<file path="config.mk">
export PLATFORM = sky130hd
export DESIGN_NAME = com_cc_link
export DESIGN_NICKNAME = d
export VERILOG_FILES = /design/src/com_cc_pkg.sv /design/src/com_cc_tx_queue.sv /design/src/com_cc_tx.sv /design/src/com_cc_rx.sv /design/src/com_cc_rx_pair.sv /design/src/com_cc_link.sv
export SDC_FILE = /design/constraint.sdc
export NUM_CORES = 1
export LEC_CHECK = 0
export BUFFER_PORTS_ARGS = -buffer_cell sky130_fd_sc_hd__buf_2
export CORE_ASPECT_RATIO = 0.9
export CORE_UTILIZATION = 40
export DETAILED_ROUTE_END_ITERATION = 10
export PLACE_DENSITY_LB_ADDON = 0.3
export SYNTH_ARGS = -nofsm -noshare
export SYNTH_HDL_FRONTEND = slang
export SYNTH_SLANG_ARGS = --single-unit
</file>
<file path="constraint.sdc">
create_clock -name clk -period 3.1 [get_ports clk]
set_clock_uncertainty 0.05 [all_clocks]
set_input_delay 0.465 -clock clk [delete_from_list [all_inputs] [get_ports clk]]
set_output_delay 0.465 -clock clk [all_outputs]
set_load 0.03 [all_outputs]
</file>
<file path="src/com_cc_pkg.sv">
package com_cc_pkg;

    // link geometry
    localparam int LANES          = 4;
    localparam int SYMBOL_CYCLES  = 4;
    localparam int SYNC_STAGES    = 2;
    localparam int TX_QUEUE_DEPTH = 8;

    // derived widths
    localparam int WIN_W    = $clog2(SYMBOL_CYCLES);
    localparam int TX_PTR_W = $clog2(TX_QUEUE_DEPTH);
    localparam int TX_CNT_W = TX_PTR_W + 1;

    // one symbol, one bit per lane
    typedef logic [LANES-1:0] nibble_t;

    typedef enum logic [2:0] {
        SYM_IDLE = 3'd0,
        SYM_W0   = 3'd1,
        SYM_W1   = 3'd2,
        SYM_W2   = 3'd3,
        SYM_W3   = 3'd4
    } sym_phase_e;

    // received byte, first marks the opening byte of a burst
    typedef struct packed {
        logic [7:0] data;
        logic       first;
    } rx_byte_t;

    // pin bundle, send level plus the lane toggles
    typedef struct packed {
        logic    send;
        nibble_t txd;
    } lane_bus_t;

endpackage

</file>
<file path="src/com_cc_tx_queue.sv">
`timescale 1ns/1ps

module com_cc_tx_queue
    import com_cc_pkg::*;
(
    input  logic       clk,
    input  logic       rst,
    input  logic       wr,
    input  logic [7:0] wr_data,
    output logic       full,
    input  logic       slot_take,
    output logic       fire,
    output nibble_t    nibble
);

    logic [7:0]          mem [TX_QUEUE_DEPTH];
    logic [TX_PTR_W-1:0] wr_ptr;
    logic [TX_PTR_W-1:0] rd_ptr;
    logic [TX_CNT_W-1:0] count;
    logic                half;
    logic [WIN_W-1:0]    tail_cnt;
    logic [7:0]          head_byte;
    logic                push;
    logic                pop;

    assign full = (count == TX_CNT_W'(TX_QUEUE_DEPTH));
    assign push = wr && !full;
    // a byte leaves only once its high nibble is taken
    assign pop  = slot_take && half;

    assign head_byte = mem[rd_ptr];
    assign nibble    = half ? head_byte[7:4] : head_byte[3:0];

    // fire stays up through the last symbol so it goes out whole
    assign fire = (count != '0) || (tail_cnt != '0);

    always_ff @(posedge clk) begin
        if (push) begin
            mem[wr_ptr] <= wr_data;
        end
    end

    always_ff @(posedge clk or posedge rst) begin
        if (rst) begin
            wr_ptr   <= '0;
            rd_ptr   <= '0;
            count    <= '0;
            half     <= 1'b0;
            tail_cnt <= '0;
        end else begin
            if (push) begin
                wr_ptr <= wr_ptr + 1'b1;
            end
            if (slot_take) begin
                half <= ~half;
            end
            if (pop) begin
                rd_ptr <= rd_ptr + 1'b1;
            end
            case ({push, pop})
                2'b10:   count <= count + 1'b1;
                2'b01:   count <= count - 1'b1;
                default: count <= count;
            endcase
            // queue drains, remaining cycles of the high nibble symbol
            if (pop && !push && count == TX_CNT_W'(1)) begin
                tail_cnt <= WIN_W'(SYMBOL_CYCLES - 1);
            end else if (tail_cnt != '0) begin
                tail_cnt <= tail_cnt - 1'b1;
            end
        end
    end

    // the sequencer only takes nibbles inside a burst
    assert property (@(posedge clk) disable iff (rst) slot_take |-> fire)
        else $error("slot_take while fire is low");

endmodule

</file>
<file path="src/com_cc_tx.sv">
`timescale 1ns/1ps

module com_cc_tx
    import com_cc_pkg::*;
(
    input  logic      clk,
    input  logic      rst,
    input  logic      fire,
    input  nibble_t   nibble,
    output logic      slot_take,
    output lane_bus_t tx_pins
);

    sym_phase_e state;
    sym_phase_e state_nxt;
    lane_bus_t  core;
    lane_bus_t  stage0;

    assign slot_take = fire && (state == SYM_W0);

    always_comb begin
        if (!fire) begin
            state_nxt = SYM_IDLE;
        end else begin
            case (state)
                SYM_IDLE: state_nxt = SYM_W0;
                SYM_W0:   state_nxt = SYM_W1;
                SYM_W1:   state_nxt = SYM_W2;
                SYM_W2:   state_nxt = SYM_W3;
                SYM_W3:   state_nxt = SYM_W0;
                default:  state_nxt = SYM_IDLE;
            endcase
        end
    end

    always_ff @(posedge clk or posedge rst) begin
        if (rst) begin
            state   <= SYM_IDLE;
            core    <= '0;
            stage0  <= '0;
            tx_pins <= '0;
        end else begin
            state <= state_nxt;
            if (!fire || state == SYM_IDLE) begin
                core <= '0;
            end else begin
                core.send <= 1'b1;
                // a set bit toggles its lane at symbol start, a clear bit holds
                if (state == SYM_W0) begin
                    for (int i = 0; i < LANES; i++) begin
                        if (nibble[i]) begin
                            core.txd[i] <= ~core.txd[i];
                        end
                    end
                end
            end
            // two pin stages, send and lanes stay aligned
            stage0  <= core;
            tx_pins <= stage0;
        end
    end

    assert property (@(posedge clk) disable iff (rst)
        state == SYM_IDLE |=> state inside {SYM_IDLE, SYM_W0})
        else $error("sequencer left idle to a state other than W0");

endmodule

</file>
<file path="src/com_cc_rx.sv">
`timescale 1ns/1ps

module com_cc_rx
    import com_cc_pkg::*;
(
    input  logic      clk,
    input  logic      rst,
    input  lane_bus_t rx_pins,
    output logic      nib_valid,
    output nibble_t   nib,
    output logic      burst_start
);

    lane_bus_t        sync_q [SYNC_STAGES];
    lane_bus_t        synced;
    lane_bus_t        prev_q;
    nibble_t          tgl;
    nibble_t          acc;
    logic             send_rise;
    logic             win_first;
    logic             win_last;
    logic [WIN_W-1:0] win_cnt;

    assign synced    = sync_q[SYNC_STAGES-1];
    assign send_rise = synced.send && !prev_q.send;
    assign win_first = (win_cnt == '0);
    assign win_last  = synced.send && (win_cnt == WIN_W'(SYMBOL_CYCLES - 1));

    // each lane compared against its own previous sample
    always_comb begin
        for (int i = 0; i < LANES; i++) begin
            tgl[i] = synced.txd[i] ^ prev_q.txd[i];
        end
    end

    always_ff @(posedge clk or posedge rst) begin
        if (rst) begin
            for (int s = 0; s < SYNC_STAGES; s++) begin
                sync_q[s] <= '0;
            end
            prev_q      <= '0;
            win_cnt     <= '0;
            nib_valid   <= 1'b0;
            burst_start <= 1'b0;
        end else begin
            sync_q[0] <= rx_pins;
            for (int s = 1; s < SYNC_STAGES; s++) begin
                sync_q[s] <= sync_q[s-1];
            end
            prev_q      <= synced;
            burst_start <= send_rise;
            nib_valid   <= win_last;
            // held at zero while send is low, so each window opens on the send edge
            if (!synced.send) begin
                win_cnt <= '0;
            end else begin
                win_cnt <= win_cnt + 1'b1;
            end
        end
    end

    always_ff @(posedge clk) begin
        if (win_first) begin
            acc <= tgl;
        end else begin
            acc <= acc | tgl;
        end
        if (win_last) begin
            nib <= acc | tgl;
        end
    end

    // a nibble needs send high across its whole window
    assert property (@(posedge clk) disable iff (rst)
        nib_valid |-> $past(synced.send) && $past(synced.send, SYMBOL_CYCLES))
        else $error("nibble strobed outside a full send window");

endmodule

</file>
<file path="src/com_cc_rx_pair.sv">
`timescale 1ns/1ps

module com_cc_rx_pair
    import com_cc_pkg::*;
(
    input  logic     clk,
    input  logic     rst,
    input  logic     nib_valid,
    input  nibble_t  nib,
    input  logic     burst_start,
    output logic     rx_valid,
    output rx_byte_t rx_byte
);

    nibble_t lo_nib;
    logic    half;
    logic    first_armed;

    always_ff @(posedge clk or posedge rst) begin
        if (rst) begin
            half        <= 1'b0;
            first_armed <= 1'b0;
            rx_valid    <= 1'b0;
        end else begin
            rx_valid <= nib_valid && half;
            if (burst_start) begin
                // new burst, any odd nibble from before is dropped
                half        <= 1'b0;
                first_armed <= 1'b1;
            end else if (nib_valid) begin
                half <= ~half;
                if (half) begin
                    first_armed <= 1'b0;
                end
            end
        end
    end

    always_ff @(posedge clk) begin
        if (nib_valid && !half) begin
            lo_nib <= nib;
        end
        if (nib_valid && half) begin
            rx_byte.data  <= {nib, lo_nib};
            rx_byte.first <= first_armed;
        end
    end

endmodule

</file>
<file path="src/com_cc_link.sv">
`timescale 1ns/1ps

module com_cc_link
    import com_cc_pkg::*;
(
    input  logic       clk,
    input  logic       rst,
    input  logic       wr,
    input  logic [7:0] wr_data,
    output logic       full,
    output lane_bus_t  tx_pins,
    input  lane_bus_t  rx_pins,
    output logic       rx_valid,
    output rx_byte_t   rx_byte
);

    logic    fire;
    logic    slot_take;
    nibble_t tx_nibble;
    logic    nib_valid;
    nibble_t rx_nib;
    logic    burst_start;

    // transmit side
    com_cc_tx_queue u_tx_queue (
        .clk       (clk),
        .rst       (rst),
        .wr        (wr),
        .wr_data   (wr_data),
        .full      (full),
        .slot_take (slot_take),
        .fire      (fire),
        .nibble    (tx_nibble)
    );

    com_cc_tx u_tx (
        .clk       (clk),
        .rst       (rst),
        .fire      (fire),
        .nibble    (tx_nibble),
        .slot_take (slot_take),
        .tx_pins   (tx_pins)
    );

    // receive side
    com_cc_rx u_rx (
        .clk         (clk),
        .rst         (rst),
        .rx_pins     (rx_pins),
        .nib_valid   (nib_valid),
        .nib         (rx_nib),
        .burst_start (burst_start)
    );

    com_cc_rx_pair u_rx_pair (
        .clk         (clk),
        .rst         (rst),
        .nib_valid   (nib_valid),
        .nib         (rx_nib),
        .burst_start (burst_start),
        .rx_valid    (rx_valid),
        .rx_byte     (rx_byte)
    );

endmodule

</file>
# Word level (Yosys, flattened, before mapping)
# Memories as Yosys holds them, arrays and structs flattened.
# Cells that the tools add are included.
# classes
mux,21
bitwise,11
n_eq_ne,9
add_sub_neg,6
n_reduce_logical,35
# ops
operator,n
nonzero test 2 bit,10
2-to-1 mux 4 bit,3
case mux 3 bit (4 select lines),1
2-to-1 mux 1 bit,11
AND reduction 2 bit,5
logical AND 1 bit,9
case mux 4 bit (2 select lines),1
"adder 3 x 1 -> 3 bit, second input constant",2
"== test 3 x 2 -> 1 bit, second input constant",2
2-to-1 mux 2 bit,3
inverter 1 bit,6
zero test 1 bit,5
2-to-1 mux 5 bit,1
"adder 4 x 1 -> 4 bit, second input constant",1
"== test 2 bit, second input constant",2
"== test 4 x 1 -> 1 bit, second input constant",1
"== test 4 bit, second input constant",1
OR 4 bit,1
nonzero test 4 bit,1
"subtractor 4 x 1 -> 4 bit, second input constant",1
bitwise XOR 1 bit,4
"== test 3 x 1 -> 1 bit, second input constant",1
"== test 3 bit, second input constant",1
zero test 3 bit,1
7 further kinds,8
# totals
inputBits,16
output_inout_bits,16
ram_bits,64
mem_count,1
register_bits,74
word_cells,115
# memory_table
memory,depth,width,read_ports,rd_clocked_by_memory_dff,wr,line,source
u_tx_queue.mem,8,8,1,0,1,com_cc_tx_queue.sv:16,logic [7:0] mem [TX_QUEUE_DEPTH];

# Depth between registers and ports, before layout
# Gate-level depths: netlist of run 1.
# depth
depth_word,7
mapped_depth,8
ltp_nobuf,8

# Modules after synthesis
# A second synthesis of run 1 with hierarchy kept.
# unflattened
hier_cells,301
hier_area_um2,5183.7
# by_module_without_submodules
mod,cells_each,instances,seq_area_each_um2,area_per_inst_um2
com_cc_tx_queue,175,1,2247.2,3229.3
com_cc_rx,52,1,675.6,822.0
com_cc_tx,51,1,450.4,626.9
com_cc_rx_pair,23,1,465.4,505.5

# Worst setup path after synthesis of run 1
# OpenSTA, ideal clock, no wires.
# synth_path
kind,flip-flop to flip-flop
start,register u_tx_queue.count[0]
end,register u_tx_queue.count[3]
n_path_buf,0
setup_ns,0.079
slack_ns,0.648
arrival_ns,2.323
t_required_ns,2.971
period_less_slack_ns,2.452
stages_incl_launch_ff,9
path_cell_list,dfrtp_1 inv_1 ha_1 and4bb_2 nor3_4 ha_1 or4b_2 a21oi_1 xor2_1
# synth_via
elab_chain_len,6
elab_cells_between_ends,13
cone_classes,add/sub: 2; eq/ne: 3; mux: 1; reduce/logical: 7
# synth_rtl
item,line,source
"start, declared",com_cc_tx_queue.sv:19,logic [TX_CNT_W-1:0] count;
"start signal, assigned",com_cc_tx_queue.sv:61,2'b10: count <= count + 1'b1;
"start signal, assigned",com_cc_tx_queue.sv:62,2'b01: count <= count - 1'b1;
"start signal, assigned",com_cc_tx_queue.sv:63,default: count <= count;
nonzero test 4 bit *,com_cc_tx_queue.sv:35,assign fire = (count != '0) || (tail_cnt != '0);
logical OR 1 bit *,com_cc_tx_queue.sv:35,
logical AND 1 bit *,com_cc_tx.sv:19,assign slot_take = fire && (state == SYM_W0);
logical AND 1 bit *,com_cc_tx_queue.sv:29,assign pop = slot_take && half;
net u_tx_queue.pop,com_cc_tx_queue.sv:24,logic pop;
== test 2 x 1 -> 1 bit or == test 2 bit (tied branches),com_cc_tx_queue.sv:60,"case ({push, pop})"
case mux 4 bit (2 select lines) or nonzero test 2 bit (tied branches),n/a,
# Mark *: on every way through the listed nets, which the timed path passes. The rest lies on a longest branch.
# A chain may end at the register's enable or synchronous reset.

# Final worst setup path of run 1
# Ends and elaborated chain as after synthesis.

==> impl_metrics.yaml, run 1 <==
synth:
  ys_async_sr_fraction: 0.384
  yosys_warnings: 0
  synth_cells: 297
  avgSynthCellArea_um2: 17.2
  syn-num-nets: 322
  synthesis.area_um2: 5100
  synth-main-ff-cell: "edfxtp_1"
  yosys.cell_types.count: 42
  synth_enable_flop_cells: 81
  ys_ff_latch: 138
  ys_seq_area_frac: 0.752
sta:
  report.final.slew_viol_count: 0
  fmax_mhz: 376
  period_minus_slack_ps: 2660
  period_share: 0.857
  setup_viol: 0
  maxSlewHeadroom: 0.313
  hold_viol: 0
  rsz0062_at_grt: "false"
  tightestPinTransition_ps: 1030
  fin_tns_setup_ps: 0
global_route:
  antenna_found_initial: 0
  grt_pass1_vias: 2510
  overflow: 0
  grt_max_degree: 54
  grt_pass1_wl_um: 12900
  grtUsageTotal: 0.140
layout:
  fillerInstances: 1016
  final_cell_area_um2: 6090
  syn_to_final_growth_pct: 19.4
  diodes: 0
  multi_input_area_um2: 1170
  nNetsFinal: 375
  final_common_cell: "edfxtp_1"
  final_cell_mix: "edfxtp_1, dfrtp_1, buf_2"
  register_area_um2: 3840
  drive_gt1_frac: 0.264
route:
  drcViolationCount: 0
  wire_per_inst_um: 15.2
  vias: 2504
  first_pass_iters: 4
  post_drt_via_cell_ratio: 4.79
  drtIter0Drc: 156
  wirelength_um: 7940
  postRouteAntennaNets: 0
place:
  dp_hpwl_um: 5100
  dpl-instance-area_um2: 5490
  place.gp.congestion: 0.705
  numPortBuffers: 31
floorplanning:
  io_pins: 32
  die_area_um2: 13200
  start_util: 0.416
  coreArea_um2: 12300
  die_w_um: 121
  rows: 38
  die_y_um: 109
clock_tree:
  clock_latency_ps: 410
  clock-sinks: 138
  cts_made_buffers: 17
  cts_root_buf: "clkbuf_16"
  clkTransAtPathRegs_ps: 60
  post_cts_buffers: 0
  cts_hold_buf: 0
  tritoncts: "done"
  cts_htree_levels: 4
  cts_resized: 0
  ctsLongestPathBuffers: 2
job:
  cap_violations: 0
worst_setup_path:
  cp-end-kind: "flop"
  cp-start-kind: "flop"
  critical_path_required_ps: 3390
  crit_arrival_ps: 2940
  criticalPathCategory: "reg -> reg"
  cp_max_fo: 6
power:
  peakVddDrop_uv: 586
  power.density_nw_per_um2: 935
  total_leakage_power_nw: 2.39
min_path:
  min-delay-path-class: "in -> reg"
outcome:
  status: "finished clean"
-- cells in the mapped netlist (4+ instances only) --
cell type / instances / area (µm²)
nand2_1: 19 / 71.3
mux2_2: 4 / 45.0
xnor2_1: 11 / 96.3
nand3_1: 9 / 45.0
xor2_1: 4 / 35.0
nor2b_1: 4 / 25.0
mux2i_1: 9 / 90.1
dfxtp_1: 4 / 80.1
a22oi_1: 4 / 30.0
a21oi_1: 4 / 20.0
mux4_2: 11 / 248
nor3_1: 5 / 25.0
ha_1: 9 / 113
inv_1: 16 / 60.1
nor2_1: 10 / 37.5
dfrtp_1: 53 / 1330
edfxtp_1: 81 / 2430
o21ai_0: 5 / 25.0
a21o_1: 4 / 30.0
-- cells by family (layout without fill, tap and decap cells) --
group                    count (synthesis)  in the layout  synth area share
XOR/XNOR                                15             15            0.0257
flip-flops                             138            138             0.752
buffers and inverters                   21             87            0.0181
adder cells (fa/ha/maj)                  9              9            0.0221
AO/OA/AOI/OAI                           24             24            0.0321
multiplexers                            24             24            0.0750
AND/OR/NAND/NOR                         66             66            0.0750
-- metrics by stage --
step / setup WS, ps / cells / hold slack (ps) / utilization / total power [W]
after floorplan: 648 / 297 / 281 / - / 0.00345
after CTS: 446 / 523 / 84.8 / 0.497 / 0.00577
final: 443 / 523 / 108 / 0.497 / 0.00570
after global placement: 519 / 491 / 284 / 0.447 / 0.00372
after detailed placement: 464 / 491 / 285 / 0.447 / 0.00377
after global routing: 264 / 523 / 76.8 / 0.497 / 0.00602
-- area by class of cell --
type | count | share of cell area
Clock buffer | 26 | 0.0920
Clock inverter | 6 | 0.00760
Inverter | 16 | 0.00985
Multi-Input combinational cell | 138 | 0.193
Sequential cell | 138 | 0.630
Tap cell | 160 | 0.0328
Timing Repair Buffer | 39 | 0.0353
-- report_power, final --
group,total (W),internal (W),switching [W]
sequential,0.00253,0.00228,0.000251
clock,0.00198,0.00125,0.000727
combinational,0.00119,0.000560,0.000629
-- registers in the layout (all words and copies together), names as in the netlist, 2 cells and up --
| name | flops |
|---|---|
| u_rx.nib | 4 |
| u_tx.tx_pins | 5 |
| u_tx_queue.wr_ptr | 3 |
| u_tx.stage0 | 5 |
| u_tx_queue.mem | 64 |
| u_tx.state | 3 |
| u_rx_pair.lo_nib | 4 |
| u_tx_queue.count | 4 |
| u_rx_pair.rx_byte | 9 |
| u_rx.prev_q | 5 |
| u_tx_queue.rd_ptr | 3 |
| u_rx.acc | 4 |
| u_rx.sync_q | 10 |
| u_tx_queue.tail_cnt | 2 |
| u_tx.core | 5 |
| u_rx.win_cnt | 2 |
-- routing by layer --
metal / share of wire / global-route usage
met5: 0 / 0
met4: 0.022 / 0.0767
met3: 0.060 / 0.0581
met2: 0.46 / 0.206
met1: 0.46 / 0.177
-- critical path, stage by stage, from the launching register on --
cell and delay [ps]:
dfrtp_1 430, inv_1 80, ha_1 230, and4bb_2 290, nor3_4 260, ha_1 300
or4b_2 600, a21oi_1 190, xor2_1 150
-- path summary, 6_finish.rpt --
path	startpoint	end	slack [ps]	cells past startpoint
worst min-delay path	rx_pins[3]	u_rx.sync_q[8]$_DFF_PP0_	110	1
worst min register to register	u_tx.stage0[2]$_DFF_PP0_	u_tx.tx_pins[2]$_DFF_PP0_	290	0
min in group asynchronous	rst	u_tx.tx_pins[4]$_DFF_PP0_	180	3
worst max-delay path	u_tx_queue.count[0]$_DFFE_PP0P_	u_tx_queue.count[3]$_DFFE_PP0P_	440	8
max in group asynchronous	rst	u_tx_queue.wr_ptr[2]$_DFFE_PP0P_	2380	3
worst max register to register	u_tx_queue.count[0]$_DFFE_PP0P_	u_tx_queue.count[3]$_DFFE_PP0P_	440	8
No activity file was read; power rests on OpenSTA's default activity.
==> run 2, diff against run 1 <==
clock period = 2.97 ns   (was 3.1 ns; I/O delays follow)
==> run 2 against run 1 <==
Effect of this change: sequential power rose by 5%; hold slack got worse by 24 ps; first-iteration DRC count fell by 12%; critical path depth did not move; clock power fell by 5%; via count fell by 0.64%; register-to-register slack got worse by 150 ps; combinational power rose by 3%; die area did not move; critical endpoint unchanged; largest cell class unchanged; largest power group unchanged.
==> impl_metrics.yaml, run 2 (synthesis results as in run 1) <==
worst_setup_path:
  r2r_end: "u_tx_queue.count[3]$_DFFE_PP0P_"
  crit_cells: 8
  cp-start-kind: "flop"
  cp_num_buf_inv: 1
  cp-end-kind: "flop"
  r2r_start: "u_tx_queue.count[0]$_DFFE_PP0P_"
  critical_path_required_ps: 3260
  criticalPathCategory: "reg -> reg"
  r2r_slack_ps: 290
  crit_path_cell_trace: "inv_1 > ha_1 > and4bb_2 > nor3_4 > ha_1 > or4b_2 > a21oi_1 > xor2_1"
  crit_path_top_delay_cell: "or4b_2"
  cp_max_fo: 6
  cp_top_family: "simple AND/OR/NAND/NOR gates"
  ff2ff_path_depth: 8
  cp_common_cell: "ha_1"
  slowest_delay_ps: 610
  crit_arrival_ps: 2970
route:
  postRouteAntennaNets: 0
  wirelength_um: 7850
  first_pass_iters: 4
  wire_per_inst_um: 15.0
  post_drt_via_cell_ratio: 4.74
  vias: 2488
  drcViolationCount: 0
  drtIter0Drc: 138
sta:
  tightestPinTransition_ps: 1070
  maxSlewHeadroom: 0.285
  rsz0062_at_grt: "false"
  report.final.slew_viol_count: 0
  period_share: 0.902
  period_minus_slack_ps: 2680
  fmax_mhz: 373
  fin_tns_setup_ps: 0
  hold_viol: 0
  setup_viol: 0
layout:
  syn_to_final_growth_pct: 18.6
  nNetsFinal: 377
  final_common_cell: "edfxtp_1"
  diodes: 0
  fillerInstances: 1029
  largest_reg_flops: 64
  top_register: "u_tx_queue.mem"
  drive_gt1_frac: 0.258
  stdcell_count: 525
  final_cell_mix: "edfxtp_1, dfrtp_1, buf_2"
  top_regs: "u_tx_queue.mem x64, u_rx.sync_q x10, u_rx_pair.rx_byte x9"
power:
  power.density_nw_per_um2: 954
  total_leakage_power_nw: 2.36
  peakVddDrop_uv: 521
min_path:
  holdPathStages: 1
  worstHoldStart: "rx_pins[3]"
  min-delay-path-class: "in -> reg"
  whs_endpoint: "u_rx.sync_q[8]$_DFF_PP0_"
floorplanning:
  start_util: 0.416
  io_pins: 32
  coreArea_um2: 12300
  die_y_um: 109
  rows: 38
  die_area_um2: 13200
  die_w_um: 121
global_route:
  antenna_found_initial: 0
  grt_max_degree: 52
  grtUsageTotal: 0.139
  grt_pass1_wl_um: 13000
  overflow: 0
  grt_pass1_vias: 2597
clock_tree:
  post_cts_buffers: 0
  clock-sinks: 138
  ctsLongestPathBuffers: 2
  tritoncts: "done"
  cts_made_buffers: 17
  cts_root_buf: "clkbuf_16"
  cts_htree_levels: 4
  clkTransAtPathRegs_ps: 60
  clock_latency_ps: 420
place:
  dp.cells: 492
  numPortBuffers: 31
  dp_hpwl_um: 5040
  place.gp.congestion: 0.707
outcome:
  status: "finished clean"
job:
  cap_violations: 0
## run 2: cell count changes in the layout (fill, tap and decap cells not counted)
cell,previous run,this run
clkbuf_16,20,17
clkbuf_4,2,0
dlygate4sd3_1,0,1
inv_6,0,1
clkinvlp_4,1,4
clkinv_4,3,0
inv_4,2,0
buf_12,0,1
clkinv_2,0,5
clkbuf_8,3,0
clkinv_1,0,3
bufinv_16,0,1
## run 2: how the worst max path moves through the flow
| stage | start | slack (ps) | to |
|---|---|---|---|
| 2_1_floorplan | u_tx_queue.count[0]$_DFFE_PP0P_ | 520 | u_tx_queue.count[3]$_DFFE_PP0P_ |
| 3_5_place_dp | u_tx_queue.count[0]$_DFFE_PP0P_ | 310 | u_tx_queue.count[3]$_DFFE_PP0P_ |
| 3_3_place_gp | u_tx_queue.count[0]$_DFFE_PP0P_ | 390 | u_tx_queue.count[3]$_DFFE_PP0P_ |
| 4_1_cts | u_tx_queue.count[0]$_DFFE_PP0P_ | 280 | u_tx_queue.count[3]$_DFFE_PP0P_ |
| 6_report | u_tx_queue.count[0]$_DFFE_PP0P_ | 290 | u_tx_queue.count[3]$_DFFE_PP0P_ |
| 5_1_grt | u_tx_queue.count[0]$_DFFE_PP0P_ | 120 | u_tx_queue.count[3]$_DFFE_PP0P_ |
## run 2: layout make-up
class / count / area, µm² / area share
Clock inverter: 14 / 105 / 0.0174
Tap cell: 160 / 200 / 0.0331
Inverter: 16 / 60.1 / 0.00992
Multi-Input combinational cell: 138 / 1170 / 0.194
Sequential cell: 138 / 3840 / 0.634
Clock buffer: 18 / 429 / 0.0709
Timing Repair Buffer: 41 / 245 / 0.0405
## run 2: power breakdown
part / leakage, nW / switching [W] / internal, W / total, W
registers: 1.41 / 0.000285 / 0.00238 / 0.00266
logic: 0.696 / 0.000633 / 0.000601 / 0.00123
clock network: 0.254 / 0.000746 / 0.00113 / 0.00188
total: 2.36 / 0.00166 / 0.00411 / 0.00577
## run 2: timing repair
action / in CTS / in global routing
hold buffers: 1 / 0
resized for setup: 0 / 0
hold endpoints to repair: 2 / 0
## run 2: worst reg2reg max path, cell delays in order (launching register included)
cell      delay (ps)
dfrtp_1          440
inv_1             70
ha_1             230
and4bb_2         300
nor3_4           270
ha_1             300
or4b_2           610
a21oi_1          200
xor2_1           150
## run 2: stage by stage
step                instance area [µm²]  hold WS, ps  worst slack, ps  utilization  total power [W]
floorplan                          5100          281              518            -          0.00361
global placement                   5510          248              392        0.449          0.00390
detailed placement                 5510          247              308        0.449          0.00395
CTS                                6050         59.5              285        0.493          0.00586
global route                       6050         64.3              124        0.493          0.00610
finish                             6050         83.7              290        0.493          0.00577
## run 2: per-layer routing
| metal | vias up | global-route usage | part of all wire |
|---|---|---|---|
| met1 | 1214 | 0.170 | 0.47 |
| li1 | 1208 | - | - |
| met4 | 0 | 0.0741 | 0.0087 |
| met5 | - | 0 | 0 |
| met2 | 60 | 0.215 | 0.47 |
| met3 | 6 | 0.0518 | 0.051 |
